--- src/fd_params.svh ---
`ifndef FD_PARAMS_SVH
`define FD_PARAMS_SVH

// ----------------------------------------
// stream geometry
// ----------------------------------------
`define FD_DATA_W 32
`define FD_KEEP_W 4

// ----------------------------------------
// egress ports and labels
// ----------------------------------------
`define FD_PORT_NUM 4
// label of port 0, following ports count up from here
`define FD_LABEL_BASE 1

// ----------------------------------------
// congestion marking
// ----------------------------------------
`define FD_FILL_W 32
`define FD_ALERT_THRESHOLD 32'd3000
`define FD_ECN_MARK 8'h01

// header is bytes 0..15, four beats of 32 bits
`define FD_HDR_BEATS 4

`endif

--- src/fd_stream_pkg.sv ---
`include "fd_params.svh"

package fd_stream_pkg;

    // ----------------------------------------
    // axi-stream beat
    // ----------------------------------------

    // one bit per byte lane, byte 0 in bit 0
    typedef logic [`FD_KEEP_W-1:0] fd_keep_t;

    // byte 0 of a beat sits in data[7:0]
    typedef struct packed {
        logic [`FD_DATA_W-1:0] data;
        fd_keep_t              keep;
        logic                  last;
    } fd_beat_t;

endpackage

--- src/fd_header_pkg.sv ---
`include "fd_params.svh"

package fd_header_pkg;

    // ----------------------------------------
    // switching types
    // ----------------------------------------

    typedef logic [7:0] fd_label_t;

    // one-hot, bit n drives egress port n
    typedef logic [`FD_PORT_NUM-1:0] fd_port_sel_t;

    // fill level per egress fifo, entry n for port n
    typedef logic [`FD_PORT_NUM-1:0][`FD_FILL_W-1:0] fd_port_fill_t;

    // ----------------------------------------
    // frame header, bytes 0..15
    // ----------------------------------------

    // mac fields keep wire order, byte 0 in the low bits
    typedef struct packed {
        logic [47:0] dst_mac;
        logic [47:0] src_mac;
        logic [15:0] length_type;
        logic [7:0]  ecn;
        fd_label_t   label;
    } fd_header_t;

endpackage

--- src/fd_header_parser.sv ---
`timescale 1ns/10ps
`include "fd_params.svh"

module fd_header_parser (
    input  logic                      glb_clk,
    input  logic                      glb_areset_n,
    input  fd_stream_pkg::fd_beat_t   s_axis_beat,
    input  logic                      s_axis_valid,
    output logic                      s_axis_ready,
    output fd_stream_pkg::fd_beat_t   p_beat,
    output logic                      p_valid,
    input  logic                      p_ready,
    output fd_header_pkg::fd_header_t hdr,
    output logic                      hdr_valid
);
    import fd_stream_pkg::*;

    localparam int CNT_W = $clog2(`FD_HDR_BEATS + 1);

    logic [CNT_W-1:0] beat_cnt;
    logic             rdy_en;
    logic             in_fire;
    fd_beat_t         beat_r;
    logic [47:0]      dst_mac_r;
    logic [47:0]      src_mac_r;

    // ----------------------------------------
    // input handshake
    // ----------------------------------------

    // register slot is free or drains this cycle
    assign s_axis_ready = rdy_en && (!p_valid || p_ready);
    assign in_fire      = s_axis_valid && s_axis_ready;

    always_ff @(posedge glb_clk or negedge glb_areset_n) begin
        if (!glb_areset_n) begin
            rdy_en   <= 1'b0;
            beat_cnt <= '0;
            p_valid  <= 1'b0;
        end else begin
            rdy_en <= 1'b1;
            if (in_fire) begin
                p_valid <= 1'b1;
                if (s_axis_beat.last) begin
                    beat_cnt <= '0;
                end else if (beat_cnt != CNT_W'(`FD_HDR_BEATS)) begin
                    beat_cnt <= beat_cnt + 1'b1;
                end
            end else if (p_ready) begin
                p_valid <= 1'b0;
            end
        end
    end

    // pipeline stage, payload only
    always_ff @(posedge glb_clk) begin
        if (in_fire) begin
            beat_r <= s_axis_beat;
        end
    end

    assign p_beat = beat_r;

    // ----------------------------------------
    // header capture
    // ----------------------------------------

    always_ff @(posedge glb_clk) begin
        if (in_fire) begin
            case (beat_cnt)
                CNT_W'(0): dst_mac_r[31:0] <= s_axis_beat.data;
                CNT_W'(1): begin
                    dst_mac_r[47:32] <= s_axis_beat.data[15:0];
                    src_mac_r[15:0]  <= s_axis_beat.data[31:16];
                end
                CNT_W'(2): src_mac_r[47:16] <= s_axis_beat.data;
                default: ;
            endcase
        end
    end

    // beat 3 fields come straight from the bus so the port map
    // can register its result on the same edge
    assign hdr.dst_mac     = dst_mac_r;
    assign hdr.src_mac     = src_mac_r;
    assign hdr.length_type = s_axis_beat.data[15:0];
    assign hdr.ecn         = s_axis_beat.data[23:16];
    assign hdr.label       = s_axis_beat.data[31:24];

    assign hdr_valid = in_fire && (beat_cnt == CNT_W'(`FD_HDR_BEATS - 1));

endmodule

--- src/fd_port_map.sv ---
`timescale 1ns/10ps
`include "fd_params.svh"

module fd_port_map (
    input  logic                         glb_clk,
    input  logic                         glb_areset_n,
    input  fd_header_pkg::fd_header_t    hdr,
    input  logic                         hdr_valid,
    input  logic                         frame_done,
    input  fd_header_pkg::fd_port_fill_t port_fill,
    output fd_header_pkg::fd_port_sel_t  bus_sel,
    output logic [7:0]                   ecn_out
);
    import fd_header_pkg::*;

    fd_port_sel_t         sel_next;
    logic [`FD_FILL_W-1:0] fill_sel;
    logic [7:0]           ecn_next;

    // ----------------------------------------
    // label decode
    // ----------------------------------------

    // out of range labels leave both select and fill at zero
    always_comb begin
        sel_next = '0;
        fill_sel = '0;
        for (int i = 0; i < `FD_PORT_NUM; i++) begin
            if (hdr.label == fd_label_t'(`FD_LABEL_BASE + i)) begin
                sel_next[i] = 1'b1;
                fill_sel    = port_fill[i];
            end
        end
    end

    // congestion mark on the chosen port only
    assign ecn_next = (fill_sel > `FD_ALERT_THRESHOLD) ? `FD_ECN_MARK : hdr.ecn;

    // ----------------------------------------
    // per-frame registers
    // ----------------------------------------

    always_ff @(posedge glb_clk or negedge glb_areset_n) begin
        if (!glb_areset_n) begin
            bus_sel <= '0;
        end else if (hdr_valid) begin
            bus_sel <= sel_next;
        end else if (frame_done) begin
            bus_sel <= '0;
        end
    end

    always_ff @(posedge glb_clk) begin
        if (hdr_valid) begin
            ecn_out <= ecn_next;
        end
    end

endmodule

--- src/fd_frame_rewriter.sv ---
`timescale 1ns/10ps
`include "fd_params.svh"

module fd_frame_rewriter (
    input  logic                    glb_clk,
    input  logic                    glb_areset_n,
    input  fd_stream_pkg::fd_beat_t p_beat,
    input  logic                    p_valid,
    output logic                    p_ready,
    input  logic [7:0]              ecn_out,
    output fd_stream_pkg::fd_beat_t m_axis_beat,
    output logic                    m_axis_valid,
    input  logic                    m_axis_ready,
    output logic                    frame_done
);
    import fd_stream_pkg::*;

    localparam int POS_W    = $clog2(`FD_HDR_BEATS + 1);
    localparam int CARRY_W  = `FD_DATA_W - 8;
    localparam int HDR_LAST = `FD_HDR_BEATS - 1;

    logic [POS_W-1:0]   pos;
    logic [CARRY_W-1:0] carry;
    logic               flush_pend;
    fd_keep_t           flush_keep;
    fd_beat_t           m_beat_r;
    fd_beat_t           out_next;
    logic               out_free;
    logic               p_fire;
    logic               load_out;
    logic               in_hdr;
    logic               in_label;
    logic               in_body;
    logic               needs_flush;

    // ----------------------------------------
    // handshake and position
    // ----------------------------------------

    assign out_free = !m_axis_valid || m_axis_ready;
    // flush beat owns the output slot for one cycle
    assign p_ready  = out_free && !flush_pend;
    assign p_fire   = p_valid && p_ready;

    assign in_hdr   = pos < POS_W'(HDR_LAST);
    assign in_label = pos == POS_W'(HDR_LAST);
    assign in_body  = pos == POS_W'(`FD_HDR_BEATS);

    // more than one byte in the tail leaves bytes in the carry
    assign needs_flush = p_beat.last && (p_beat.keep[`FD_KEEP_W-1:1] != '0);

    // ----------------------------------------
    // next output beat
    // ----------------------------------------

    always_comb begin
        load_out = 1'b0;
        out_next = m_beat_r;
        if (p_fire) begin
            if (in_hdr) begin
                load_out = 1'b1;
                out_next = p_beat;
            end else if (in_body) begin
                load_out      = 1'b1;
                out_next.data = {p_beat.data[7:0], carry};
                out_next.keep = '1;
                out_next.last = p_beat.last && !needs_flush;
            end
        end else if (flush_pend && out_free) begin
            load_out      = 1'b1;
            out_next.data = {8'h00, carry};
            out_next.keep = flush_keep;
            out_next.last = 1'b1;
        end
    end

    // ----------------------------------------
    // control state
    // ----------------------------------------

    always_ff @(posedge glb_clk or negedge glb_areset_n) begin
        if (!glb_areset_n) begin
            pos          <= '0;
            flush_pend   <= 1'b0;
            m_axis_valid <= 1'b0;
        end else begin
            if (p_fire) begin
                if (p_beat.last) begin
                    pos <= '0;
                end else if (!in_body) begin
                    pos <= pos + 1'b1;
                end
            end

            if (p_fire && in_body && needs_flush) begin
                flush_pend <= 1'b1;
            end else if (flush_pend && out_free) begin
                flush_pend <= 1'b0;
            end

            if (load_out) begin
                m_axis_valid <= 1'b1;
            end else if (m_axis_ready) begin
                m_axis_valid <= 1'b0;
            end
        end
    end

    // ----------------------------------------
    // payload
    // ----------------------------------------

    always_ff @(posedge glb_clk) begin
        if (load_out) begin
            m_beat_r <= out_next;
        end
        // label byte is dropped here, ecn replaced
        if (p_fire && in_label) begin
            carry <= {ecn_out, p_beat.data[15:0]};
        end else if (p_fire && in_body) begin
            carry <= p_beat.data[`FD_DATA_W-1:8];
        end
        if (p_fire && needs_flush) begin
            flush_keep <= fd_keep_t'(p_beat.keep >> 1);
        end
    end

    assign m_axis_beat = m_beat_r;
    assign frame_done  = m_axis_valid && m_axis_ready && m_beat_r.last;

endmodule

--- src/frame_decoder.sv ---
`timescale 1ns/10ps

module frame_decoder (
    input  logic                         glb_clk,
    input  logic                         glb_areset_n,
    input  fd_stream_pkg::fd_beat_t      s_axis_beat,
    input  logic                         s_axis_valid,
    output logic                         s_axis_ready,
    output fd_stream_pkg::fd_beat_t      m_axis_beat,
    output logic                         m_axis_valid,
    input  logic                         m_axis_ready,
    input  fd_header_pkg::fd_port_fill_t port_fill,
    output fd_header_pkg::fd_port_sel_t  bus_sel
);
    import fd_stream_pkg::*;
    import fd_header_pkg::*;

    fd_beat_t   p_beat;
    logic       p_valid;
    logic       p_ready;
    fd_header_t hdr;
    logic       hdr_valid;
    logic       frame_done;
    logic [7:0] ecn_out;

    fd_header_parser fd_header_parser_inst (
        .glb_clk      (glb_clk),
        .glb_areset_n (glb_areset_n),
        .s_axis_beat  (s_axis_beat),
        .s_axis_valid (s_axis_valid),
        .s_axis_ready (s_axis_ready),
        .p_beat       (p_beat),
        .p_valid      (p_valid),
        .p_ready      (p_ready),
        .hdr          (hdr),
        .hdr_valid    (hdr_valid)
    );

    fd_port_map fd_port_map_inst (
        .glb_clk      (glb_clk),
        .glb_areset_n (glb_areset_n),
        .hdr          (hdr),
        .hdr_valid    (hdr_valid),
        .frame_done   (frame_done),
        .port_fill    (port_fill),
        .bus_sel      (bus_sel),
        .ecn_out      (ecn_out)
    );

    fd_frame_rewriter fd_frame_rewriter_inst (
        .glb_clk      (glb_clk),
        .glb_areset_n (glb_areset_n),
        .p_beat       (p_beat),
        .p_valid      (p_valid),
        .p_ready      (p_ready),
        .ecn_out      (ecn_out),
        .m_axis_beat  (m_axis_beat),
        .m_axis_valid (m_axis_valid),
        .m_axis_ready (m_axis_ready),
        .frame_done   (frame_done)
    );

endmodule

--- config.mk ---
export PLATFORM = sky130hd
export DESIGN_NAME = frame_decoder
export DESIGN_NICKNAME = d
export VERILOG_FILES = /design/src/fd_stream_pkg.sv /design/src/fd_header_pkg.sv /design/src/fd_header_parser.sv /design/src/fd_port_map.sv /design/src/fd_frame_rewriter.sv /design/src/frame_decoder.sv
export VERILOG_INCLUDE_DIRS = /design/src /design/src/src
export SDC_FILE = /design/constraint.sdc
export NUM_CORES = 1
export LEC_CHECK = 0
export ABC_CLOCK_PERIOD_IN_PS = 4800
export BUFFER_PORTS_ARGS = -buffer_cell sky130_fd_sc_hd__buf_2
export CORE_MARGIN = 4
export CORE_UTILIZATION = 55
export DETAILED_ROUTE_END_ITERATION = 10
export PLACE_DENSITY = 0.85
export SYNTH_ARGS = -nofsm -noshare
export SYNTH_HDL_FRONTEND = slang
export SYNTH_HIERARCHICAL = 1
export SYNTH_SLANG_ARGS = --single-unit
--- constraint.sdc ---
create_clock -name glb_clk -period 4.8 [get_ports glb_clk]
set_clock_uncertainty 0.15 [all_clocks]
set_input_delay 0.48 -clock glb_clk [delete_from_list [all_inputs] [get_ports glb_clk]]
set_output_delay 0.48 -clock glb_clk [all_outputs]
set_load 0.05 [all_outputs]
==> results of run 1 <==
## per-stage QoR
step / setup WS [ns] / hold slack, ns / util (%)
3_3_place_gp: 2.17 / 0.235 / 67.7
4_1_cts: 1.99 / 0.0114 / 77.3
3_5_place_dp: 2.07 / 0.242 / 67.7
2_1_floorplan: 1.42 / 0.0344 / -
6_report: 2.01 / 0.0387 / 77.5
5_1_grt: 1.85 / 0.00297 / 77.5
## repair_timing
item,CTS,global route
endpoints found under the hold margin,43,2
hold buffers,30,2
endpoints found under the setup margin,0,0
## path summary, 6_finish.rpt
kind                                                          end  slack (ns)
setup / recovery           fd_frame_rewriter_inst/m_axis_beat[17]        2.01
hold / removal                   fd_header_parser_inst/p_beat[32]        0.04
setup reg to reg           fd_frame_rewriter_inst/m_axis_beat[17]        2.01
hold reg to reg              fd_frame_rewriter_inst/flush_keep[2]        0.35
max in group asynchronous             fd_port_map_inst/bus_sel[2]        3.98
min in group asynchronous           fd_header_parser_inst/p_valid        0.27
## power by group through the flow
stage          clock (mW)  sequential, mW  combinational [mW]
3_3_place_gp            0            1.39               0.687
3_5_place_dp            0            1.40               0.712
6_report             1.37            1.39               0.753
5_1_grt              1.44            1.39               0.802
2_1_floorplan           0            1.60               0.317
4_1_cts              1.37            1.38               0.745
## layer usage
metal / vias to the layer above / global-route usage (%)
met5: - / 0
met4: 0 / 9.83
met3: 30 / 7.87
met2: 257 / 47.0
met1: 2000 / 30.7
li1: 1927 / -
## registers in the layout (all words and copies together), names as in the netlist, 3 cells and up
signal	count
fd_frame_rewriter_inst/m_axis_beat	37
fd_port_map_inst/bus_sel	4
fd_frame_rewriter_inst/pos	3
fd_header_parser_inst/beat_cnt	3
fd_port_map_inst/ecn_out	8
fd_frame_rewriter_inst/flush_keep	3
fd_header_parser_inst/p_beat	37
fd_frame_rewriter_inst/carry	24
## cell type report
class	count	share of cell area (%)
Multi-Input combinational cell	217	23.2
Tap cell	133	2.19
Clock buffer	17	5.44
Timing Repair Buffer	244	18.2
Inverter	9	0.444
Clock inverter	15	2.91
Sequential cell	123	47.6
==> metrics.md, run 1 <==
| Metric | Value |
|---|---|
| CTS tree | `built` |
| Post-CTS Setup Bufs | `0` |
| Critical Setup Path Class | `reg -> reg` |
| Placer congestion estimate | `about 0.87` |
| Die W | `109 µm` |
| Die height | `~110 µm` |
| Clk buf depth | `2` |
| Req. time, crit path | `between 4 and 5 ns` |
| Antenna violations before repair | `0` |
| ANT nets after route | `0` |
| CP top delay family | `compound AO/OA/AOI/OAI gates` |
| Part of the power in combinational logic | `approximately a fifth` |
| Max-cap check violation count | `0` |
| Crit path DAT | `about 2.8 ns` |
| DR vias/cell | `~5.6` |
| Initial Util | `57.0%` |
| Min-delay worst type | `in -> reg` |
| RSZ-0062 raised after global routing | `no` |
| CP max stage cell | `a21oi_4` |
| Syn Nets | `between 500 and 600` |
| DR DRC count | `0` |
| Ys Warns | `6` |
| P_int | `between 2 and 2.5 mW` |
| Clock network fraction of total power | `slightly below 40%` |
| Setup violators final | `0` |
| Crit. End Element | `flop` |
| Hold Violations, Final | `0` |
| Clock sink count | `about 120` |
| Cts bufs inserted | `17` |
| Final Net Count | `787` |
| Fillers | `610` |
| Final HPWL DP | `roughly 10,000 µm` |
| Syn avg cell area | `about 15 µm²` |
| Routed WL per cell | `between 20 and 25 µm` |
| Net Sw Frac | `between 20 and 30%` |
| Layout cells sized above 1 | `around half` |
| LEAKAGE | `between 3 and 4 nW` |
| Slew Limit Headroom | `approximately 21%` |
| Sequential cell area | `between 0.003 and 0.004 mm²` |
| Worst-skew pair later-pin latency | `about 0.53 ns` |
| WL met3 | `roughly 1300 µm` |
| Minimum clock period | `approximately 2.8 ns` |
| Critical path origin | `fd_frame_rewriter_inst/pos[1]` |
| Global-route wire length before repair | `23,100 µm` |
| Pin count of the biggest net entering global routing | `38` |
| Total grt overflow | `0` |
| Highest metal used | `met4` |
| Tot Pwr | `~3.5 mW` |
| Most frequent cells in the layout | `211 x buf_2, 109 x edfxtp_1, 32 x mux2_2, 32 x dlygate4sd3_1, 27 x nand2_1` |
| Finished Cell Area | `about 0.0076 mm²` |
| Net switching power | `between 1 and 1.5 mW` |
| Largest fanout on the critical path | `37` |
| Max frequency | `roughly 360 MHz` |
| Post-CTS Resized | `0` |
| Fin cells | `758` |
| GRT Total Usage | `between 20% and 30%` |
| Input/output buffers | `between 200 and 250` |
| Ant diodes | `0` |
| Kind of start point of the critical path | `flop` |
| Vias in the first global route | `4,455` |
| Die ar. | `between 0.01 and 0.015 mm²` |
| R2r startpoint | `fd_frame_rewriter_inst/pos[1]` |
| Clock transition at path regs | `~0.070 ns` |
| Cells after DPL | `about 700` |
| Fin Setup TNS | `0 ns` |
| Sequential Power Share | `39.5%` |
| CP max stage delay | `0.98 ns` |
| Area of the multi-input gates | `between 0.0015 and 0.002 mm²` |
| Status | `completed` |
| H-tree lvl count | `4` |
| Placement-stage cell area | `0.00665 mm²` |
| Met2 wire length | `8110 µm` |
| Most common cell after layout, fill and taps aside | `buf_2` |
| Detailed-route wire length | `~15,000 µm` |
| Synth Instances | `between 300 and 400` |
| Netlist Area Pre-Place | `roughly 0.0056 mm²` |
| Final period util | `around three fifths` |
| Worst Min Path Start | `s_axis_beat[32]` |
| Number of cell rows | `36` |
| Number of iterations in the first detailed-routing pass | `5` |
| Pwr dens | `between 400 and 500 mW/mm²` |
| Clock Root Buffer | `clkbuf_8` |
| IO Count | `212` |
| M1 wire length | `~5600 µm` |
| Placeable Area | `approximately 0.0098 mm²` |
| R2R cell count | `3` |
| Critical Path Stages | `3` |
| Hold Path Depth | `1` |
| 1st-iter DRT viols | `~190` |
| CP Buf/Inv Count | `0` |
| Worst vdd ir | `between 0.2 and 0.3 mV` |
| P&R area growth vs syn | `36.1%` |
| Crit-path cells | `a21oi_2 -> o21ai_0 -> a21oi_4` |
| Vias | `4,214` |
| Transition time of the tightest slew-check pin | `1.19 ns` |
| Final Max Tran Viols | `0` |
No activity file was read; power rests on OpenSTA's default activity.
==> inputs of run 2 (changes only) <==
- ABC_CLOCK_PERIOD_IN_PS: 4800 -> 2340
- CORE_UTILIZATION: 55 -> 50
- PLACE_DENSITY: 0.85 -> 0.81
- clock period: 4.8 -> 2.34 ns (I/O delays scaled with it)
==> metrics.md, run 2 (synthesis results as in run 1) <==
| Metric | Value |
|---|---|
| Status | `completed` |
| Ant diodes | `0` |
| Transition time of the tightest slew-check pin | `0.648 ns` |
| ANT nets after route | `0` |
| CP max stage delay | `between 0.4 and 0.5 ns` |
| Kind of start point of the critical path | `flop` |
| Sequential Power Share | `about two fifths` |
| Clock transition at path regs | `roughly 0.050 ns` |
| Part of the power in combinational logic | `23.3%` |
| Hold Violations, Final | `0` |
| Net switching power | `roughly 2.0 mW` |
| Pin count of the biggest net entering global routing | `37` |
| Minimum clock period | `2.23 ns` |
| Total grt overflow | `0` |
| DR DRC count | `0` |
| Placeable Area | `about 0.011 mm²` |
| Clock sink count | `around 120` |
| Number of iterations in the first detailed-routing pass | `4` |
| Worst vdd ir | `about 0.63 mV` |
| CP max stage cell | `dfrtp_2` |
| Vias | `around 4,300` |
| Min-delay worst type | `in -> reg` |
| Clk buf depth | `2` |
| GRT Total Usage | `a little under a quarter` |
| P_int | `between 4 and 5 mW` |
| DR vias/cell | `about 5.5` |
| H-tree lvl count | `4` |
| Worst-skew pair later-pin latency | `about 0.5 ns` |
| Fin Hold WS | `~0.094 ns` |
| Max-cap check violation count | `0` |
| Clock network fraction of total power | `35.6%` |
| Pwr dens | `approximately 890 mW/mm²` |
| Cells after DPL | `roughly 700` |
| Final Net Count | `approximately 810` |
| LEAKAGE | `approximately 3.2 nW` |
| Fin cells | `around 790` |
| Req. time, crit path | `between 1.5 and 2 ns` |
| Critical Setup Path Class | `reg -> out` |
| Placer congestion estimate | `between 0.8 and 0.9` |
| P&R area growth vs syn | `38.8%` |
| Slew Limit Headroom | `a little under three fifths` |
| RSZ-0062 raised after global routing | `no` |
| Crit path DAT | `about 1.9 ns` |
| Most frequent cells in the layout | `211 x buf_2, 109 x edfxtp_1, 40 x dlygate4sd3_1` |
| Global-route wire length before repair | `around 23,000 µm` |
| Cts bufs inserted | `17` |
| Crit. End Element | `primary output` |
| CTS tree | `built` |
| Die height | `114 µm` |
| IO Count | `212` |
| Number of cell rows | `38` |
| Clock Root Buffer | `clkbuf_8` |
| Final Max Tran Viols | `0` |
| Detailed-route wire length | `between 10,000 and 15,000 µm` |
| Most common cell after layout, fill and taps aside | `buf_2` |
| Net Sw Frac | `29.0%` |
| Initial Util | `51.4%` |
| Max frequency | `448 MHz` |
| Die ar. | `roughly 0.013 mm²` |
| Input/output buffers | `between 200 and 250` |
| Final period util | `between 90% and 100%` |
| Largest fanout on the critical path | `5` |
| Antenna violations before repair | `0` |
| Layout cells sized above 1 | `between 50% and 60%` |
| Crit-path cells | `nor2b_4 -> nor2_1 -> nand2b_2 -> and2_2 -> buf_2` |
| Setup violators final | `0` |
| Final HPWL DP | `between 10,000 and 15,000 µm` |
| Routed WL per cell | `between 15 and 20 µm` |
| 1st-iter DRT viols | `~210` |
| Die W | `between 100 and 150 µm` |
| Vias in the first global route | `between 4,000 and 5,000` |
## run 2: cell count changes in the layout (fill, tap and decap cells not counted), moves of 2 or more
cell / previous run / this run
buf_4: 1 / 13
dlygate4sd3_1: 32 / 40
clkbuf_1: 0 / 4
clkinv_4: 3 / 0
buf_12: 0 / 2
bufinv_16: 5 / 3
clkinv_2: 2 / 4
## run 2: worst max-delay path, delay by kind of cell (launching register included)
family        cells  cell delay (ns)
simple gates      4             0.65
buf+inv           1             0.26
flops             1             0.43
## run 2: layout make-up
cell class	instances	area, µm²
Clock buffer	21	429
Fill cell	701	3120
Sequential cell	123	3620
Tap cell	140	175
Inverter	9	37.5
Multi-Input combinational cell	217	1780
Clock inverter	10	125
Timing Repair Buffer	266	1590
## run 2: final timing paths
path,startpoint,end,slack [ns],cells after the start
hold / removal,s_axis_beat[30],fd_header_parser_inst/p_beat[30],0.09,2
min in group asynchronous,glb_areset_n,fd_frame_rewriter_inst/flush_pend,0.69,3
hold reg to reg,fd_header_parser_inst/p_beat[2],fd_frame_rewriter_inst/flush_keep[0],0.34,0
setup / recovery,fd_frame_rewriter_inst/m_axis_valid,s_axis_ready,0.11,5
max in group asynchronous,glb_areset_n,fd_frame_rewriter_inst/m_axis_valid,0.89,3
setup reg to reg,fd_frame_rewriter_inst/pos[0],fd_frame_rewriter_inst/m_axis_beat[1],0.15,6
## run 2: repair_timing
item                                   in CTS  in global routing
endpoints found under the hold margin      64                  0
hold buffers                               40                  0
setup endpoints to repair                   1                 38
setup buffers                               0                  2
gates resized for setup                     1                  2
## run 2: per-layer routing
layer | track usage [%] | routed length, µm | vias to the layer above
li1 | - | - | 1974
met5 | 0 | 0 | -
met1 | 26.3 | 5490 | 2073
met4 | 9.82 | 386 | 0
met2 | 41.9 | 7950 | 218
met3 | 5.84 | 1050 | 28
## run 2: through the flow
stage | setup TNS [ns] | power, mW | instance area (µm²) | util, % | setup WS (ns)
floorplan | -8.88 | 3.93 | 5610 | - | -0.240
global placement | -0.00298 | 4.32 | 6780 | 62.3 | -0.00298
detailed placement | -0.118 | 4.39 | 6780 | 62.3 | -0.0600
CTS | 0 | 6.91 | 7740 | 71.1 | 0.0876
global route | 0 | 7.17 | 7760 | 71.3 | 0.0464
finish | 0 | 6.90 | 7760 | 71.3 | 0.107
## run 2: power groups by stage
stage                     logic (mW)  clock network (mW)  registers, mW
after detailed placement        1.52                   0           2.87
after CTS                       1.59                2.49           2.83
after global placement          1.47                   0           2.85
final                           1.61                2.46           2.83
after global routing            1.71                2.61           2.85
after floorplan                0.657                   0           3.27
